[src/source/csr_watch.sv]
// Shadow copy of one CSR, taken from the CSR write bus.
// The bus has no acknowledge; a write is one cycle of csr_en.
// The copy is valid from the cycle after the write.

module csr_watch #(
  parameter logic [15:0] csr_num = 16'h0000
) (
  input  logic        clk,
  input  logic        rst,
  input  logic        csr_en,
  input  logic [15:0] csr_addr,
  input  logic [64:0] csr_data,
  output logic [64:0] value
);

  always_ff @(posedge clk)
  begin
    if (rst)
    begin
      value <= '0;
    end
    else if (csr_en && (csr_addr == csr_num))
    begin
      value <= csr_data;
    end
  end

endmodule

[config.mk]
export PLATFORM = sky130hd
export DESIGN_NAME = csr_watch
export DESIGN_NICKNAME = d
export VERILOG_FILES = /design/src/source/csr_watch.sv
export SDC_FILE = /design/constraint.sdc
export NUM_CORES = 1
export LEC_CHECK = 0
export ABC_AREA = 1
export BUFFER_PORTS_ARGS = -buffer_cell sky130_fd_sc_hd__clkbuf_2
export CAP_MARGIN = 15
export CORE_MARGIN = 2
export CORE_UTILIZATION = 40
export CTS_BUF_LIST = sky130_fd_sc_hd__clkbuf_8
export CTS_CLUSTER_DIAMETER = 100
export DETAILED_ROUTE_END_ITERATION = 6
export PLACE_DENSITY = 0.69
export SETUP_SLACK_MARGIN = 0.4
export SLEW_MARGIN = 10
export SYNTH_ARGS = -nofsm -noshare
export SYNTH_HDL_FRONTEND = slang
export SYNTH_SLANG_ARGS = --single-unit
[constraint.sdc]
create_clock -name clk -period 2.15 [get_ports clk]
set_input_delay 0.43 -clock clk [delete_from_list [all_inputs] [get_ports clk]]
set_output_delay 0.43 -clock clk [all_outputs]
set_load 0.02 [all_outputs]
==> impl_metrics.yaml <==
status:
  status: "finished clean"
drt:
  drtIter0Drc: 103
  viasPerCell: 4.35
  drt_first_pass_iters: 4
  ant_nets: 0
  wl_per_cell_um: 10.7
  drt_wl_total_um: 8690
  drc_errors: 0
  vias: 3547
finish:
  fin_nets: 789
  syn_to_final_growth_pct: 29.1
  diodes: 0
  fillerInstances: 860
  largest_reg_flops: 65
  fin_area_um2: 4440
  reg_top3: "value x65"
  top_register: "value"
  final_common_cell: "inv_1"
  drive_above_1_share_pct: 25.2
  final_cell_mix: "inv_1 (196), clkbuf_2 (148), nand2_1 (132), nor2_1 (71)"
power_and_ir_drop:
  combinationalPowerShare_pct: 7.2
  swShare_pct: 22.7
  peakVddDrop_mv: 0.292
  p_int_mw: 1.92
  power_leakage_nw: 2.62
  pwr-share-seq_pct: 48.5
  p_clk_share_pct: 44.4
  p_total_mw: 2.48
  p_sw_mw: 0.564
  powerDensity_nw_per_um2: 559
clock_tree:
  clock-sinks: 65
  cts_hold_buffers: 0
  cts.clk_slew.worst_paths_ps: 70
  post_cts_buffers: 0
  cts-root-buf: "clkbuf_8"
  cts_tree: "built"
  clk-insertion-delay-late_ps: 330
  cts_made_buffers: 9
  cts_resized: 0
  cts_max_level: 3
  clock_path_buffers: 2
die:
  die_w_um: 96.7
  die_h_um: 96.7
  start_util_pct: 41.6
  pin_count: 149
  num_rows: 33
  die_area_um2: 9350
  core_um2: 8260
setup_path:
  cp_slowest_cell: "buf_4"
  crit_fanout: 39
  critPathLaunchType: "primary input"
  end_kind: "flip-flop"
  worst-setup-path-type: "in2reg"
  regToRegSetupSlack_ps: 1480
  cp_slowest_stage_delay_ps: 390
  crit_chain: "clkbuf_2 -> or2_1 -> nor2_4 -> buf_4 -> nand4_1 -> nand2_1 -> nor2_1"
  required_ps: 2380
  arrival_ps: 1600
yosys:
  post_synth.cell_area_avg_um2: 6.02
  yosysSeqAreaShare_pct: 37.9
  synth_cells: 571
  yosysWarnings: 0
  synth-seq-cells: 65
  synth.distinct_cells: 14
  synth_area_um2: 3440
  syn_nets: 655
sta:
  setup_viol: 0
  post-route-period-util_pct: 63.6
  fin_crit_ps: 1370
  finalSetupTns_ps: 0
  hold_viol_final: 0
  rsz0062_at_grt: "false"
  fin_skew_ps: 0
  slew_viol_final: 0
  maxSlewHeadroom_pct: 71.7
  max_freq_ghz: 0.731
  worstMarginPinSlew_ps: 425
placed_design:
  dpl_cell_area_um2: 4220
  dpl.hpwl_um: 6090
  numPortBuffers: 148
  gp_congestion: 0.774
grt:
  grt_max_degree: 66
  grt_antenna_before_repair: 0
  grt_pass1_wl_um: 14800
  grt_overflow: 0
  busiest_layer: "met2"
  grt_usage_pct: 18.5
  gr-usage-met3_pct: 5.92
  met2_usage_pct: 31.3
  grt_pass1_vias: 3369
  globalRouteMet1Util_pct: 23.2
flow_run:
  maxCapViolCount: 0
hold_path:
  holdCritPathClass: "in2reg"
[final cells by class]
type	count	area, um^2	share of cell area, %
inverter	197	739	16.7
clock inverter	4	50.0	1.13
clock buffer	12	165	3.72
tap	105	131	2.96
timing repair buffer	158	828	18.7
sequential	65	1300	29.3
multi-input combinational	274	1220	27.5
[power by group through the flow]
stage	Clock (mW)	Sequential [mW]	Combinational, mW
4_1_cts	1.14	1.20	0.179
6_report	1.10	1.20	0.178
3_3_place_gp	0	1.23	0.177
3_5_place_dp	0	1.23	0.179
2_1_floorplan	0	1.23	0.0823
5_1_grt	1.19	1.20	0.203
[critical path: cells and delay by family]
family / cells / cell delay [ps]
buffers and inverters: 2 / 470
and+or+nand+nor: 5 / 700
[kinds of logic (layout without fill, tap and decap cells)]
logic type,after synthesis,in the layout,share of synthesized area (%)
AND/OR/NAND/NOR,274,274,35.0
buffers and inverters,232,371,27.1
flip-flops,65,65,37.9
[worst paths after layout]
kind / from / endpoint / depth (start not counted)
min reg2reg: value[5] / value[5] / 4
min: csr_data[50] / value[50] / 5
max: csr_addr[1] / value[23] / 7
max reg2reg: value[34] / value[34] / 4
[stage by stage]
step / hold WS (ps) / instances / worst slack, ps / utilization, %
after detailed placement: 494 / 799 / 443 / 51.1
after CTS: 407 / 815 / 801 / 53.7
after global routing: 426 / 815 / 693 / 53.7
final: 422 / 815 / 783 / 53.7
after floorplan: 583 / 571 / 710 / -
after global placement: 493 / 799 / 482 / 51.1
[synthesized netlist by cell type]
cell	number	area, um^2
and2_1	1	6.26
nor2_2	1	6.26
or2_1	1	6.26
clkbuf_1	10	37.5
nand4_1	65	407
nor2_1	72	270
inv_1	197	739
buf_6	6	67.6
buf_1	6	22.5
nand3b_1	1	7.51
nand2_1	132	495
nand3_1	1	5.00
buf_2	13	65.1
dfxtp_1	65	1300
[routing by layer]
layer / up-vias / part of all wire (%)
met5: - / 0
met4: 0 / 0.74
met3: 6 / 8.8
met2: 132 / 46
met1: 1517 / 44
li1: 1892 / -
Power figures use the tool's default switching activity.
